$ cat src/fabric_pkg.sv
// ------------------------------
// memory fabric package
// address map, memory sizes and the
// width types shared by all blocks
// ------------------------------
package fabric_pkg;

  // ------------------------------
  // width types
  // ------------------------------
  typedef logic [31:0] addr_t;
  typedef logic [63:0] data_t;
  typedef logic [7:0]  strb_t;

  // destination of a request, also the order queue entry
  typedef logic [1:0]  dest_t;

  localparam dest_t DEST_ROM = 2'd0;
  localparam dest_t DEST_RAM = 2'd1;
  localparam dest_t DEST_ERR = 2'd2;

  localparam int unsigned WORD_BYTES = $bits(data_t) / 8;

  // ------------------------------
  // address map
  // ------------------------------
  localparam addr_t       ROM_BASE  = 32'h0001_0000;
  localparam int unsigned ROM_WORDS = 64;

  localparam addr_t       RAM_BASE  = 32'h8000_0000;
  localparam int unsigned RAM_WORDS = 256;

  // upper half of every rom word is this tag plus the word index
  localparam logic [31:0] ROM_TAG = 32'hB007_0000;

  // requests that may wait for a response at the same time
  localparam int unsigned ORDER_DEPTH = 4;

endpackage

$ cat src/boot_rom.sv
// ------------------------------
// boot rom
// fixed pattern content, one registered
// response, writes answered with an error
// ------------------------------
`timescale 1ns/1ps

module boot_rom (
  input  logic              clk_i,
  input  logic              rst_ni,
  input  logic              req_valid_i,
  input  logic              req_we_i,
  input  fabric_pkg::addr_t req_addr_i,
  output logic              req_ready_o,
  output logic              rsp_valid_o,
  output fabric_pkg::data_t rsp_rdata_o,
  output logic              rsp_err_o,
  input  logic              rsp_ready_i
);

  import fabric_pkg::*;

  localparam int unsigned IDX_W = $clog2(ROM_WORDS);
  localparam int unsigned OFS_W = $clog2(WORD_BYTES);

  addr_t            offset;
  logic [IDX_W-1:0] word_idx;
  logic             accept;

  logic  rsp_valid_q;
  data_t rsp_rdata_q;
  logic  rsp_err_q;

  // tag plus index on top, inverted index below
  function automatic data_t rom_word(input logic [IDX_W-1:0] idx);
    logic [31:0] idx32;
    idx32 = 32'(idx);
    return {ROM_TAG + idx32, ~idx32};
  endfunction

  assign offset   = req_addr_i - ROM_BASE;
  assign word_idx = IDX_W'(offset >> OFS_W);

  // register free or emptied this cycle
  assign req_ready_o = !rsp_valid_q || rsp_ready_i;
  assign accept      = req_valid_i && req_ready_o;

  always_ff @(posedge clk_i or negedge rst_ni) begin
    if (!rst_ni) begin
      rsp_valid_q <= 1'b0;
    end else if (accept) begin
      rsp_valid_q <= 1'b1;
    end else if (rsp_ready_i) begin
      rsp_valid_q <= 1'b0;
    end
  end

  always_ff @(posedge clk_i) begin
    if (accept) begin
      rsp_rdata_q <= req_we_i ? '0 : rom_word(word_idx);
      rsp_err_q   <= req_we_i;
    end
  end

  assign rsp_valid_o = rsp_valid_q;
  assign rsp_rdata_o = rsp_rdata_q;
  assign rsp_err_o   = rsp_err_q;

endmodule

$ cat config.mk
export PLATFORM = sky130hd
export DESIGN_NAME = boot_rom
export DESIGN_NICKNAME = d
export VERILOG_FILES = /design/src/fabric_pkg.sv /design/src/boot_rom.sv
export SDC_FILE = /design/constraint.sdc
export NUM_CORES = 1
export LEC_CHECK = 0
export BUFFER_PORTS_ARGS = -buffer_cell sky130_fd_sc_hd__buf_2
export CORE_AREA = 2 2 52 63
export CTS_CLUSTER_DIAMETER = 50
export CTS_CLUSTER_SIZE = 25
export DETAILED_ROUTE_END_ITERATION = 10
export DIE_AREA = 0 0 54 65
export HOLD_SLACK_MARGIN = 0.08
export PLACE_DENSITY = 0.87
export SLEW_MARGIN = 20
export SYNTH_ARGS = -nofsm -noshare
export SYNTH_HDL_FRONTEND = slang
export SYNTH_SLANG_ARGS = --single-unit
$ cat constraint.sdc
create_clock -name clk_i -period 1.9 [get_ports clk_i]
set_clock_uncertainty 0.15 [all_clocks]
set_input_delay 0.19 -clock clk_i [delete_from_list [all_inputs] [get_ports clk_i]]
set_output_delay 0.19 -clock clk_i [all_outputs]
set_load 0.05 [all_outputs]
* After elaboration in Yosys (flattened, before gate mapping) *
Index checks and enable logic that the tools add are counted.

storage, ports and cells
  register bits after elaboration = 66
  input port bits = 37
  output and inout port bits = 67
  word-level logic and storage cells = 12

operators by class
  $add $sub $neg = 2
  muxes and demuxes = 2
  bitwise gates (word level) = 1
  reduce and logical (&&, ||, !) cells = 4

operator list
  kind                                              count
  adder 32 x 6 -> 32 bit, first input constant      1
  inverter 6 -> 32 bit                              1
  subtractor 9 x 1 -> 9 bit, second input constant  1
  two-way mux 1 bit                                 2
  nonzero test 2 bit                                1
  logical AND 1 bit                                 1
  logical NOT 1 bit                                 1
  logical OR 1 bit                                  1

* Longest topological paths before layout *
Gate-level depths: netlist of run 1.

  depth in word-level cells = 4
  mapped depth = 2
  gate-level depth less buffers = 2

* Worst setup path before layout of run 1 *
Ideal clock, no wire load.

  kind = register -> register
  from = register rsp_valid_q (netlist: rsp_valid_o)
  to = register rsp_err_q (netlist: rsp_err_o) (enable)
  library setup time = 0.367 ns
  arrival time = 1.272 ns
  data required time = 1.383 ns
  setup slack = 0.111 ns
  stages on the path, launching flop included = 3
  clock period less this slack = 1.789 ns
  path through = dfrtp_1 -> nand2b_4 -> and2_1

on the way
  cells in the longest elaborated chain, start to end = 3

RTL lines
  item                    RTL line        text
  start, declared         boot_rom.sv:30  logic rsp_valid_q;
  start signal, assigned  boot_rom.sv:50  rsp_valid_q <= 1'b0;
  start signal, assigned  boot_rom.sv:52  rsp_valid_q <= 1'b1;
  start signal, assigned  boot_rom.sv:54  rsp_valid_q <= 1'b0;
  logical NOT 1 bit       boot_rom.sv:45  assign req_ready_o = !rsp_valid_q || rsp_ready_i;
  logical OR 1 bit        boot_rom.sv:45
  via req_ready_o         boot_rom.sv:14  output logic req_ready_o,
  logical AND 1 bit       boot_rom.sv:46  assign accept = req_valid_i && req_ready_o;
  via accept              boot_rom.sv:28  logic accept;
  end signal, assigned    boot_rom.sv:61  rsp_err_q <= req_we_i;
  end, declared           boot_rom.sv:32  logic rsp_err_q;

The timed path passes the listed nets, and every way through them passes these cells.
A chain may end at the register's enable or synchronous reset.

* Final worst setup path of run 1 *
  from = input port req_valid_i
  to = register rsp_valid_q (netlist: rsp_valid_o)

on the way
  cells in the longest elaborated chain, start to end = 2
  elaborated cells on any way between the ends = 3
  those cells by class = 1 x mux; 2 x reduce/logical

RTL lines
  item                                                     RTL line        text
  start, declared                                          boot_rom.sv:11  input logic req_valid_i,
  logical AND 1 bit (*)                                    boot_rom.sv:46
  two-way mux 1 bit or nonzero test 2 bit (tied branches)  n/a

Every way passes the cells marked *; elsewhere a longest branch is shown, timed or not.

==> results of run 1 <==
-- metrics by stage --
step,hold slack (ns),cells,area (sq um)
6_report,0.1269,161,1106
4_1_cts,0.1156,161,1106
2_1_floorplan,-0.2556,103,1020
3_3_place_gp,-0.1843,147,978.4
3_5_place_dp,-0.1820,147,978.4
5_1_grt,0.1371,161,1106
-- final cells by class --
| type | instances | area, sq um | area share |
|---|---|---|---|
| Clock buffer | 3 | 22.52 | 0.02036 |
| Clock inverter | 1 | 5.005 | 0.004525 |
| Multi-Input combinational cell | 35 | 176.4 | 0.1595 |
| Inverter | 1 | 3.754 | 0.003394 |
| Sequential cell | 15 | 445.4 | 0.4027 |
| Timing Repair Buffer | 70 | 407.9 | 0.3688 |
| Tap cell | 36 | 45.04 | 0.04072 |
-- logic make-up (layout without fill, tap and decap cells) --
logic type	Yosys count	in the layout	share of synthesized area
flops	15	15	0.4696
other cells	1	20	0.003954
simple gates	15	15	0.1069
buf+inv	53	75	0.4195
-- state kept, by name (all words and copies together), names as in the netlist --
signal       flops
rsp_rdata_o     13
rsp_err_o        1
rsp_valid_o      1
-- power by group through the flow --
stage	logic (mW)	registers (mW)	clock network, mW
after floorplan	0.321	0.470	0
after global placement	0.380	0.395	0
after detailed placement	0.382	0.397	0
after CTS	0.398	0.389	0.186
after global routing	0.417	0.391	0.201
final	0.397	0.389	0.172
-- placed cells by master, fill, tap and decap left out, drive strengths merged --
cell         count
buf             60
conb            20
edfxtp          14
dlygate4sd3     10
nor2             6
nor2b            3
and2b            3
clkbuf           3
nand2b           2
and2             1
inv              1
clkinv           1
dfrtp            1
-- final timing paths --
kind | start | slack [ns] | to | cells after the start
worst min-delay path | req_we_i | 0.13 | rsp_rdata_o[61] | 2
max in group asynchronous | rst_ni | 0.90 | rsp_valid_o | 3
worst max-delay path | req_valid_i | 0.40 | rsp_valid_o | 4
worst min register to register | rsp_valid_o | 0.77 | rsp_rdata_o[34] | 3
min in group asynchronous | rst_ni | 0.60 | rsp_valid_o | 3
worst max register to register | rsp_valid_o | 0.54 | rsp_valid_o | 3
-- metal layers --
| layer | global-route usage | vias up |
|---|---|---|
| li1 | - | 275 |
| met2 | 0.1479 | 45 |
| met4 | 0.04688 | 0 |
| met5 | 0 | - |
| met3 | 0.02074 | 2 |
| met1 | 0.07038 | 254 |
-- critical path, stage by stage --
cell and delay (ns):
sky130_fd_sc_hd__dlygate4sd3_1 0.53, sky130_fd_sc_hd__buf_2 0.12, sky130_fd_sc_hd__nand2b_1 0.12, sky130_fd_sc_hd__dlygate4sd3_1 0.55
==> impl_metrics.sql, run 1 <==
INSERT INTO impl_metrics (metric_group, metric, value, unit) VALUES
('run_status', 'run_status', 'finished clean', ''),
('clocking', 'cts_repair_resize_count', '0', ''),
('critical_path', 'crit_path_end_kind', 'flip-flop', ''),
('global_routing', 'grt-ovfl-total', '0', ''),
('power', 'power.leakage', '0.5673', 'nW'),
('yosys', 'netlist_top_cells_area', 'sky130_fd_sc_hd__edfxtp_1 (44%), sky130_fd_sc_hd__buf_4 (40%), sky130_fd_sc_hd__and2b_2 (2.8%)', ''),
('global_routing', 'grt_max_degree', '33', ''),
('global_routing', 'grt_first_pass_wirelength', '1945', 'um'),
('floorplanning', 'dieArea', '0.003510', 'sq mm'),
('power', 'p_per_area', '866.2', 'mW/mm^2'),
('yosys', 'synth_cells', '84', ''),
('global_routing', 'first_global_vias', '475', ''),
('yosys', 'synth_sequential_area_ratio', '0.4697', ''),
('critical_path', 'timing.setup.critical_path_class', 'primary input to flip-flop', ''),
('critical_path', 'critPathArrivalTime', '1.51', 'ns'),
('placed_design', 'port_buffers', '57', ''),
('routing', 'wl_met1', '413', 'um'),
('yosys', 'synth_top_area_cell', 'sky130_fd_sc_hd__edfxtp_1', ''),
('routing', 'detail-route-antenna-nets', '0', ''),
('critical_path', 'required', '1.91', 'ns'),
('routing', 'wl_met2', '701', 'um'),
('sta', 'setup-violations-final', '0', ''),
('sta', 'drv_slew', '0', ''),
('sta', 'rsz_0062_raised_after_global_routing', 'false', ''),
('power', 'intPower', '532.8', 'uW'),
('routing', 'drt-pass1-iter-count', '4', ''),
('clocking', 'cts.htree.levels', '1', ''),
('clocking', 'clk_latency', '0.27', 'ns'),
('power', 'pwr-share-seq', '0.406', ''),
('clocking', 'clock_path_buffers', '2', ''),
('global_routing', 'antenna_found_initial', '0', ''),
('floorplanning', 'core_area', '0.002973', 'sq mm'),
('routing', 'highest-signal-layer', 'met4', ''),
('yosys', 'yosys.cell_types.count', '12', ''),
('final_layout', 'final_nets', '163', ''),
('floorplanning', 'rows', '22', ''),
('routing', 'routed_wirelength', '1320', 'um'),
('yosys', 'synthesis_warnings', '0', ''),
('critical_path', 'path_max_fanout', '2', ''),
('clocking', 'tritoncts.num_buffers', '3', ''),
('floorplanning', 'fp.dieW', '54', 'um'),
('clocking', 'root_buffer', 'sky130_fd_sc_hd__clkbuf_4', ''),
('placed_design', 'gp_routability_congestion', '0.5678', ''),
('final_layout', 'num-fill-cells', '319', ''),
('sta', 'finalHoldViolations', '0', ''),
('final_layout', 'core_utilization_of_the_finished_layout', '0.3721', ''),
('yosys', 'post-synth-top-area-fraction', '0.4433', ''),
('clocking', 'cts_tree', 'done', ''),
('power', 'power.share.switching', '0.4438', ''),
('power', 'p_sw', '425.2', 'uW'),
('routing', 'num_vias', '576', ''),
('flow_run', 'max_cap_viol_count', '0', ''),
('global_routing', 'global_route.usage.total', '0.07875', ''),
('final_layout', 'n_antenna_cell', '0', ''),
('clocking', 'clock_input_transition_at_the_sequential_cells_of_the_worst_setup_and_hold_paths', '0.09', 'ns'),
('sta', 'period_minus_slack', '1.496', 'ns'),
('clocking', 'post_cts_hold_buffer_count', '10', ''),
('power', 'max-vdd-ir-drop', '436.1', 'uV'),
('yosys', 'synth_flop_cell', 'sky130_fd_sc_hd__edfxtp_1', ''),
('final_layout', 'area_delta_synth_final', '16.62', '%'),
('power', 'total_power_consumption', '958.1', 'uW'),
('clocking', 'post-cts-setup-buffers', '0', ''),
('yosys', 'synth_most_common_cell', 'sky130_fd_sc_hd__buf_4', ''),
('floorplanning', 'ios', '104', ''),
('sta', 'fin_tns_setup', '0', 'ns'),
('power', 'power.share.combinational', '0.414', ''),
('clocking', 'clk_sinks', '15', ''),
('routing', 'wl_per_cell', '8.199', 'um'),
('final_layout', 'drive_gt1_frac', '0.5680', ''),
('yosys', 'synth.ff_latch_count', '15', ''),
('routing', 'route.detailed.drc', '0', '');
Note: power is estimated with default switching activity, not from simulation.
==> run 2: changes to the inputs <==
--- a/config.mk
+++ b/config.mk
@@ -6,13 +6,13 @@
 export NUM_CORES = 1
 export LEC_CHECK = 0
 export BUFFER_PORTS_ARGS = -buffer_cell sky130_fd_sc_hd__buf_2
-export CORE_AREA = 2 2 52 63
+export CORE_AREA = 2 2 54 66
 export CTS_CLUSTER_DIAMETER = 50
 export CTS_CLUSTER_SIZE = 25
 export DETAILED_ROUTE_END_ITERATION = 10
-export DIE_AREA = 0 0 54 65
+export DIE_AREA = 0 0 56 68
 export HOLD_SLACK_MARGIN = 0.08
-export PLACE_DENSITY = 0.87
+export PLACE_DENSITY = 0.84
 export SLEW_MARGIN = 20
 export SYNTH_ARGS = -nofsm -noshare
 export SYNTH_HDL_FRONTEND = slang
==> constraint.sdc (replaced) <==
create_clock -name clk_i -period 1.2 [get_ports clk_i]
set_clock_uncertainty 0.15 [all_clocks]
set_input_delay 0.12 -clock clk_i [delete_from_list [all_inputs] [get_ports clk_i]]
set_output_delay 0.12 -clock clk_i [all_outputs]
set_load 0.05 [all_outputs]
==> impl_metrics.sql, run 2 (same netlist as run 1, synthesis figures left out) <==
INSERT INTO impl_metrics (metric_group, metric, value, unit) VALUES
('run_status', 'run_status', 'complete, but fails checks', ''),
('run_status', 'failing_checks', 'negative setup slack', ''),
('placed_design', 'gp_routability_congestion', '0.6135', ''),
('final_layout', 'core_utilization_of_the_finished_layout', '0.3894', ''),
('final_layout', 'most-common-layout-cells', 'sky130_fd_sc_hd__buf_4 (33), sky130_fd_sc_hd__buf_2 (24), sky130_fd_sc_hd__conb_1 (20)', ''),
('routing', 'route.detailed.drc', '0', ''),
('floorplanning', 'fp.dieW', '56', 'um'),
('power', 'p_per_area', '1361', 'mW/mm^2'),
('floorplanning', 'ios', '104', ''),
('clocking', 'root_buffer', 'sky130_fd_sc_hd__clkbuf_8', ''),
('sta', 'final_critical_path_setup_slack', '-0.1007', 'ns'),
('global_routing', 'grt_max_degree', '33', ''),
('clocking', 'clk_sinks', '15', ''),
('clocking', 'clk_latency', '0.24', 'ns'),
('sta', 'layout_worst_path_cycle_share', '1.084', ''),
('routing', 'initialDrtViolationCount', '14', ''),
('routing', 'detail_route.vias_per_cell', '3.628', ''),
('power', 'power.leakage', '0.6224', 'nW'),
('critical_path', 'critical_path.startpoint_type', 'flip-flop', ''),
('critical_path', 'cpPeakStageDelay', '0.41', 'ns'),
('sta', 'finalHoldViolations', '0', ''),
('placed_design', 'port_buffers', '57', ''),
('critical_path', 'timing.critical_path.buf_inv', '2', ''),
('sta', 'setup-violations-final', '33', ''),
('floorplanning', 'die_y', '68', 'um'),
('clocking', 'clock_path_buffers', '2', ''),
('power', 'total_power_consumption', '1.708', 'mW'),
('power', 'max-vdd-ir-drop', '780.6', 'uV'),
('critical_path', 'timing.critical_path.max_delay_family', 'flip-flops', ''),
('flow_run', 'max_cap_viol_count', '0', ''),
('critical_path', 'crit_path_cell_trace', 'buf_12 -> buf_4', ''),
('final_layout', 'final_nets', '165', ''),
('sta', 'rsz_0062_raised_after_global_routing', 'true', ''),
('floorplanning', 'dieArea', '0.003808', 'sq mm'),
('clocking', 'cts_tree', 'done', ''),
('routing', 'routed_wirelength', '1624', 'um'),
('routing', 'drt-pass1-iter-count', '2', ''),
('routing', 'num_vias', '595', ''),
('global_routing', 'global_route.usage.total', '0.08152', ''),
('global_routing', 'first_global_vias', '537', ''),
('final_layout', 'n_antenna_cell', '0', ''),
('critical_path', 'critPathArrivalTime', '1.03', 'ns'),
('critical_path', 'crit_path_end_kind', 'output pin', ''),
('global_routing', 'grt-ovfl-total', '0', ''),
('min_path', 'timing.hold.worst.class', 'primary input to flip-flop', ''),
('critical_path', 'timing.setup.critical_path_class', 'flip-flop to output pin', ''),
('routing', 'wl_per_cell', '9.902', 'um'),
('floorplanning', 'rows', '23', ''),
('sta', 'achievable-frequency', '768.8', 'MHz'),
('critical_path', 'path_max_fanout', '32', ''),
('global_routing', 'antenna_found_initial', '0', ''),
('sta', 'period_minus_slack', '1.301', 'ns'),
('final_layout', 'largest_reg_flops', '13', ''),
('final_layout', 'area_delta_synth_final', '32.32', '%'),
('critical_path', 'crit_slowest_cell', 'sky130_fd_sc_hd__edfxtp_1', ''),
('clocking', 'cts.htree.levels', '1', ''),
('global_routing', 'grt_first_pass_wirelength', '2387', 'um'),
('final_layout', 'mostFrequentLayoutCell', 'sky130_fd_sc_hd__buf_4', ''),
('clocking', 'tritoncts.num_buffers', '3', ''),
('placed_design', 'detailed_place_hpwl', '1093', 'um'),
('floorplanning', 'core_area', '0.003223', 'sq mm'),
('routing', 'detail-route-antenna-nets', '0', ''),
('final_layout', 'num-fill-cells', '312', ''),
('floorplanning', 'floorplan.initialDensity', '0.2943', ''),
('clocking', 'clock_input_transition_at_the_sequential_cells_of_the_worst_setup_and_hold_paths', '0.06', 'ns'),
('final_layout', 'drive_gt1_frac', '0.5827', ''),
('sta', 'drv_slew', '0', ''),
('critical_path', 'required', '0.93', 'ns');
-- run 2: final cells by class --
cell class                      instances  area [sq um]  share of cell area
Timing Repair Buffer                   71         525.5              0.4187
Multi-Input combinational cell         36         187.7              0.1496
Inverter                                1         3.754            0.002991
Clock buffer                            4         45.04             0.03589
Sequential cell                        15         446.7              0.3559
Tap cell                               37         46.29             0.03689
-- run 2: metal layers --
metal  vias to the layer above  part of all wire  GRT usage
met4                         0                 0    0.03571
li1                        281                 -          -
met5                         -                 0          0
met3                         0              0.14    0.02079
met2                        51              0.53     0.1676
met1                       263              0.33    0.07532
-- run 2: worst paths after layout --
kind / from / end / slack, ns / cells after the start
setup / recovery: rsp_rdata_o[61] / rsp_rdata_o[26] / -0.10 / 2
setup reg to reg: rsp_valid_o / rsp_rdata_o[2] / 0.05 / 2
max in group asynchronous: rst_ni / rsp_valid_o / 0.20 / 3
min in group asynchronous: rst_ni / rsp_valid_o / 0.58 / 3
hold reg to reg: rsp_valid_o / rsp_rdata_o[3] / 0.64 / 2
hold / removal: req_we_i / rsp_rdata_o[3] / 0.08 / 2
-- run 2: repair_timing --
action                     in CTS  in global routing
gates resized for setup        36                  2
buffers inserted                0                  1
hold endpoints to repair       16                  0
cloned                          1                  0
hold buffers                   10                  0
pin swaps                       1                  0
setup endpoints to repair      47                 40
-- run 2: stage by stage --
step / instances / area, sq um / hold WS, ns / setup slack (ns) / TNS [ns]
after global routing: 164 / 1255 / 0.1012 / -0.1388 / -4.403
after global placement: 148 / 996.0 / -0.2541 / 0.01205 / 0
final: 164 / 1255 / 0.08050 / -0.1007 / -3.196
after floorplan: 103 / 1023 / -0.3256 / -0.4957 / -18.81
after detailed placement: 148 / 996.0 / -0.2532 / -0.006048 / -0.08132
after CTS: 163 / 1242 / 0.08096 / -0.1101 / -3.540
-- run 2: report_power, final --
part | leakage (nW) | internal [mW] | total, mW | switching (mW)
combinational | 0.453 | 0.164 | 0.692 | 0.528
clock | 0.0228 | 0.235 | 0.397 | 0.162
sequential | 0.147 | 0.609 | 0.618 | 0.00932
total | 0.622 | 1.01 | 1.71 | 0.700
==> run 3: changes to the inputs <==
--- a/config.mk
+++ b/config.mk
@@ -5,14 +5,15 @@
 export SDC_FILE = /design/constraint.sdc
 export NUM_CORES = 1
 export LEC_CHECK = 0
+export ABC_AREA = 1
 export BUFFER_PORTS_ARGS = -buffer_cell sky130_fd_sc_hd__buf_2
-export CORE_AREA = 2 2 54 66
+export CORE_AREA = 2 2 54 67
 export CTS_CLUSTER_DIAMETER = 50
 export CTS_CLUSTER_SIZE = 25
 export DETAILED_ROUTE_END_ITERATION = 10
-export DIE_AREA = 0 0 56 68
+export DIE_AREA = 0 0 56 69
 export HOLD_SLACK_MARGIN = 0.08
-export PLACE_DENSITY = 0.84
+export PLACE_DENSITY = 0.83
 export SLEW_MARGIN = 20
 export SYNTH_ARGS = -nofsm -noshare
 export SYNTH_HDL_FRONTEND = slang
==> constraint.sdc (replaced) <==
create_clock -name clk_i -period 1.2 [get_ports clk_i]
set_clock_uncertainty 0.15 [all_clocks]
set_input_delay 0.12 -clock clk_i [delete_from_list [all_inputs] [get_ports clk_i]]
set_output_delay 0.12 -clock clk_i [all_outputs]
set_load 0.005 [all_outputs]
==> impl_metrics.sql, run 3 <==
INSERT INTO impl_metrics (metric_group, metric, value, unit) VALUES
('routing', 'routed_wirelength', '1406', 'um'),
('sta', 'period_minus_slack', '1.188', 'ns'),
('clocking', 'cts_tree', 'done', ''),
('sta', 'finalHoldViolations', '0', ''),
('yosys', 'netlist_top_cells_area', 'sky130_fd_sc_hd__edfxtp_1 (45%), sky130_fd_sc_hd__buf_4 (41%), sky130_fd_sc_hd__nor2_1 (4.8%)', ''),
('flow_run', 'max_cap_viol_count', '0', ''),
('critical_path', 'critPathArrivalTime', '0.92', 'ns'),
('yosys', 'synth_flop_cell', 'sky130_fd_sc_hd__edfxtp_1', ''),
('final_layout', 'most-common-layout-cells', 'sky130_fd_sc_hd__buf_2 (57), sky130_fd_sc_hd__conb_1 (20), sky130_fd_sc_hd__edfxtp_1 (14)', ''),
('yosys', 'yosys.cell_types.count', '9', ''),
('clocking', 'root_buffer', 'sky130_fd_sc_hd__clkbuf_8', ''),
('yosys', 'synth.ff_latch_count', '15', ''),
('min_path', 'hp-start', 'rsp_ready_i', ''),
('clocking', 'clock_path_buffers', '2', ''),
('critical_path', 'path_max_fanout', '32', ''),
('final_layout', 'register_area', '445.4', 'sq um'),
('routing', 'num_vias', '600', ''),
('global_routing', 'grt_max_degree', '33', ''),
('clocking', 'clk_latency', '0.24', 'ns'),
('yosys', 'synth_compound_gate_area_share', '0.005355', ''),
('final_layout', 'final_nets', '170', ''),
('critical_path', 'startpoint', 'rsp_rdata_o[61]', ''),
('final_layout', 'area_delta_synth_final', '20.35', '%'),
('sta', 'fin_tns_setup', '0', 'ns'),
('run_status', 'run_status', 'finished clean', ''),
('final_layout', 'final_cells', '169', ''),
('sta', 'rsz_0062_raised_after_global_routing', 'true', ''),
('yosys', 'synthXorXnorAreaFrac', '0', ''),
('floorplanning', 'rows', '23', ''),
('yosys', 'synth_area', '934.6', 'sq um'),
('power', 'power.leakage', '0.5997', 'nW'),
('floorplanning', 'floorplan.initialDensity', '0.2900', ''),
('yosys', 'synth_enable_flop_cells', '14', ''),
('power', 'clockPowerShare', '0.317', ''),
('global_routing', 'global_route.usage.total', '0.06346', ''),
('yosys', 'post-synth-top-area-fraction', '0.4498', ''),
('critical_path', 'timing.critical_path.buf_inv', '2', ''),
('clocking', 'clk_sinks', '15', ''),
('clocking', 'cts.htree.levels', '1', ''),
('routing', 'detail_route.vias_per_cell', '3.550', ''),
('yosys', 'synth_cells', '92', ''),
('floorplanning', 'core_area', '0.003223', 'sq mm'),
('floorplanning', 'ios', '104', ''),
('power', 'power.share.switching', '0.2234', ''),
('final_layout', 'num-fill-cells', '343', ''),
('yosys', 'postSynth.asyncResetShare', '0.06667', ''),
('routing', 'detail-route-antenna-nets', '0', ''),
('power', 'p_per_area', '1080', 'mW/mm^2'),
('final_layout', 'n_antenna_cell', '0', ''),
('floorplanning', 'dieArea', '0.003864', 'sq mm'),
('sta', 'final_critical_path_setup_slack', '0.01228', 'ns'),
('sta', 'setup-violations-final', '0', ''),
('final_layout', 'largest_reg_flops', '13', ''),
('yosys', 'synth_most_common_cell', 'sky130_fd_sc_hd__buf_4', ''),
('global_routing', 'grt-ovfl-total', '0', ''),
('sta', 'achievable-frequency', '842.0', 'MHz'),
('final_layout', 'drive_gt1_frac', '0.4924', ''),
('yosys', 'synthTopCellsByCount', 'sky130_fd_sc_hd__buf_4 (51), sky130_fd_sc_hd__edfxtp_1 (14), sky130_fd_sc_hd__nor2_1 (12), sky130_fd_sc_hd__inv_1 (9), sky130_fd_sc_hd__nand2_1 (2)', ''),
('critical_path', 'critical_path.startpoint_type', 'flip-flop', ''),
('yosys', 'synth_top_family_by_area', 'buffers and inverters', ''),
('yosys', 'post_synth_mux_area_share', '0', ''),
('placed_design', 'port_buffers', '57', ''),
('power', 'max-vdd-ir-drop', '863.6', 'uV'),
('placed_design', 'placedCellCount', '156', ''),
('placed_design', 'gp_routability_congestion', '0.6509', ''),
('sta', 'layout_worst_path_cycle_share', '0.9898', ''),
('critical_path', 'crit_path_cell_trace', 'buf_6 -> buf_2', ''),
('power', 'intPower', '943.0', 'uW'),
('routing', 'route.detailed.drc', '0', ''),
('routing', 'initialDrtViolationCount', '6', ''),
('placed_design', 'detailed_place_hpwl', '1105', 'um'),
('placed_design', 'pre_cts_slack', '0.04059', 'ns'),
('final_layout', 'multi_input_area', '143.9', 'sq um'),
('global_routing', 'antenna_found_initial', '0', ''),
('critical_path', 'timing.critical_path.max_delay_family', 'flip-flops', ''),
('critical_path', 'r2r_start', 'rsp_valid_o', ''),
('routing', 'drt-pass1-iter-count', '4', ''),
('critical_path', 'required', '0.93', 'ns'),
('critical_path', 'timing.setup.critical_path_class', 'flip-flop to output pin', ''),
('critical_path', 'cpPeakStageDelay', '0.37', 'ns'),
('power', 'p_sw', '271.3', 'uW'),
('power', 'pwr-share-seq', '0.508', ''),
('global_routing', 'grt_first_pass_wirelength', '1925', 'um'),
('clocking', 'tritoncts.num_buffers', '3', ''),
('clocking', 'post_cts_hold_buffer_count', '9', ''),
('yosys', 'synth_sequential_area_ratio', '0.4766', ''),
('yosys', 'adder_and_majority_gate_portion_of_the_synthesized_area', '0', ''),
('yosys', 'synth_top_area_cell', 'sky130_fd_sc_hd__edfxtp_1', ''),
('yosys', 'synthSimpleGateAreaFrac', '0.05622', ''),
('min_path', 'timing.hold.worst.class', 'primary input to flip-flop', ''),
('yosys', 'postSynthAreaPerCell', '10.16', 'sq um'),
('sta', 'drv_slew', '0', ''),
('critical_path', 'crit_slowest_cell', 'sky130_fd_sc_hd__edfxtp_1', ''),
('critical_path', 'crit_path_end_kind', 'output pin', ''),
('floorplanning', 'fp.dieW', '56', 'um'),
('floorplanning', 'die_y', '69', 'um'),
('routing', 'wl_per_cell', '8.320', 'um'),
('power', 'power.share.combinational', '0.175', ''),
('global_routing', 'first_global_vias', '475', ''),
('clocking', 'clock_input_transition_at_the_sequential_cells_of_the_worst_setup_and_hold_paths', '0.06', 'ns'),
('final_layout', 'mostFrequentLayoutCell', 'sky130_fd_sc_hd__buf_2', ''),
('yosys', 'synthesis_warnings', '0', '');
## run 3: cell count changes after synthesis, sizes merged
cell    change
inv         +8
nor2        +6
and2b       -3
nor2b       -3
nand2       +2
nand2b      -2
a21oi       +1
and2        -1
## run 3: layer usage
metal	GRT usage	part of all wire
met5	0	0
met4	0.03175	0
met3	0.01501	0.14
met2	0.1294	0.55
met1	0.05386	0.32
## run 3: cell type report
type | count | share of cell area
repair buffers | 69 | 0.3637
clock buffers | 3 | 0.03671
well taps | 37 | 0.04116
clock inverters | 1 | 0.004449
flip-flops and latches | 15 | 0.3960
inverters | 9 | 0.03003
multi-input cells | 35 | 0.1279
## run 3: cells by family after synthesis
group	count (synthesis)
flip-flops	15
other	1
AO/OA/AOI/OAI	1
buffers and inverters	61
AND/OR/NAND/NOR	14
## run 3: what timing repair did
item / in CTS / in global routing
gates resized for setup: 1 / 2
endpoints found under the setup margin: 32 / 46
buffers inserted: 0 / 0
hold endpoints to repair: 14 / 1
## run 3: final timing paths
path | depth (start not counted) | end | slack, ns
min | 4 | rsp_valid_o | 0.06
max | 2 | rsp_rdata_o[10] | 0.01
min in group asynchronous | 3 | rsp_valid_o | 0.56
min reg2reg | 2 | rsp_valid_o | 0.44
max in group asynchronous | 3 | rsp_valid_o | 0.22
max reg2reg | 2 | rsp_rdata_o[34] | 0.03
## run 3: worst reg2reg max path, delay by kind of cell, from the launching register on
kind | cells | cell delay, ns
AOI/OAI and AO/OA | 1 | 0.16
buffers and inverters | 1 | 0.15
DFF | 1 | 0.42
## run 3: metrics by stage
stage | hold WS (ns) | power (mW) | util | area (sq um)
after global routing | 0.05969 | 1.273 | 0.3490 | 1125
after global placement | -0.2546 | 0.8091 | 0.3032 | 977.2
after detailed placement | -0.2499 | 0.8148 | 0.3032 | 977.2
final | 0.05696 | 1.214 | 0.3490 | 1125
after floorplan | -0.3256 | 0.8245 | - | 1017
after CTS | 0.03018 | 1.227 | 0.3467 | 1117
## run 3: power by group through the flow
stage | combinational, mW | sequential (mW) | clock, mW
after floorplan | 0.181 | 0.644 | 0
after global placement | 0.182 | 0.627 | 0
after detailed placement | 0.187 | 0.628 | 0
after CTS | 0.210 | 0.618 | 0.399
after global routing | 0.235 | 0.620 | 0.419
final | 0.213 | 0.617 | 0.384
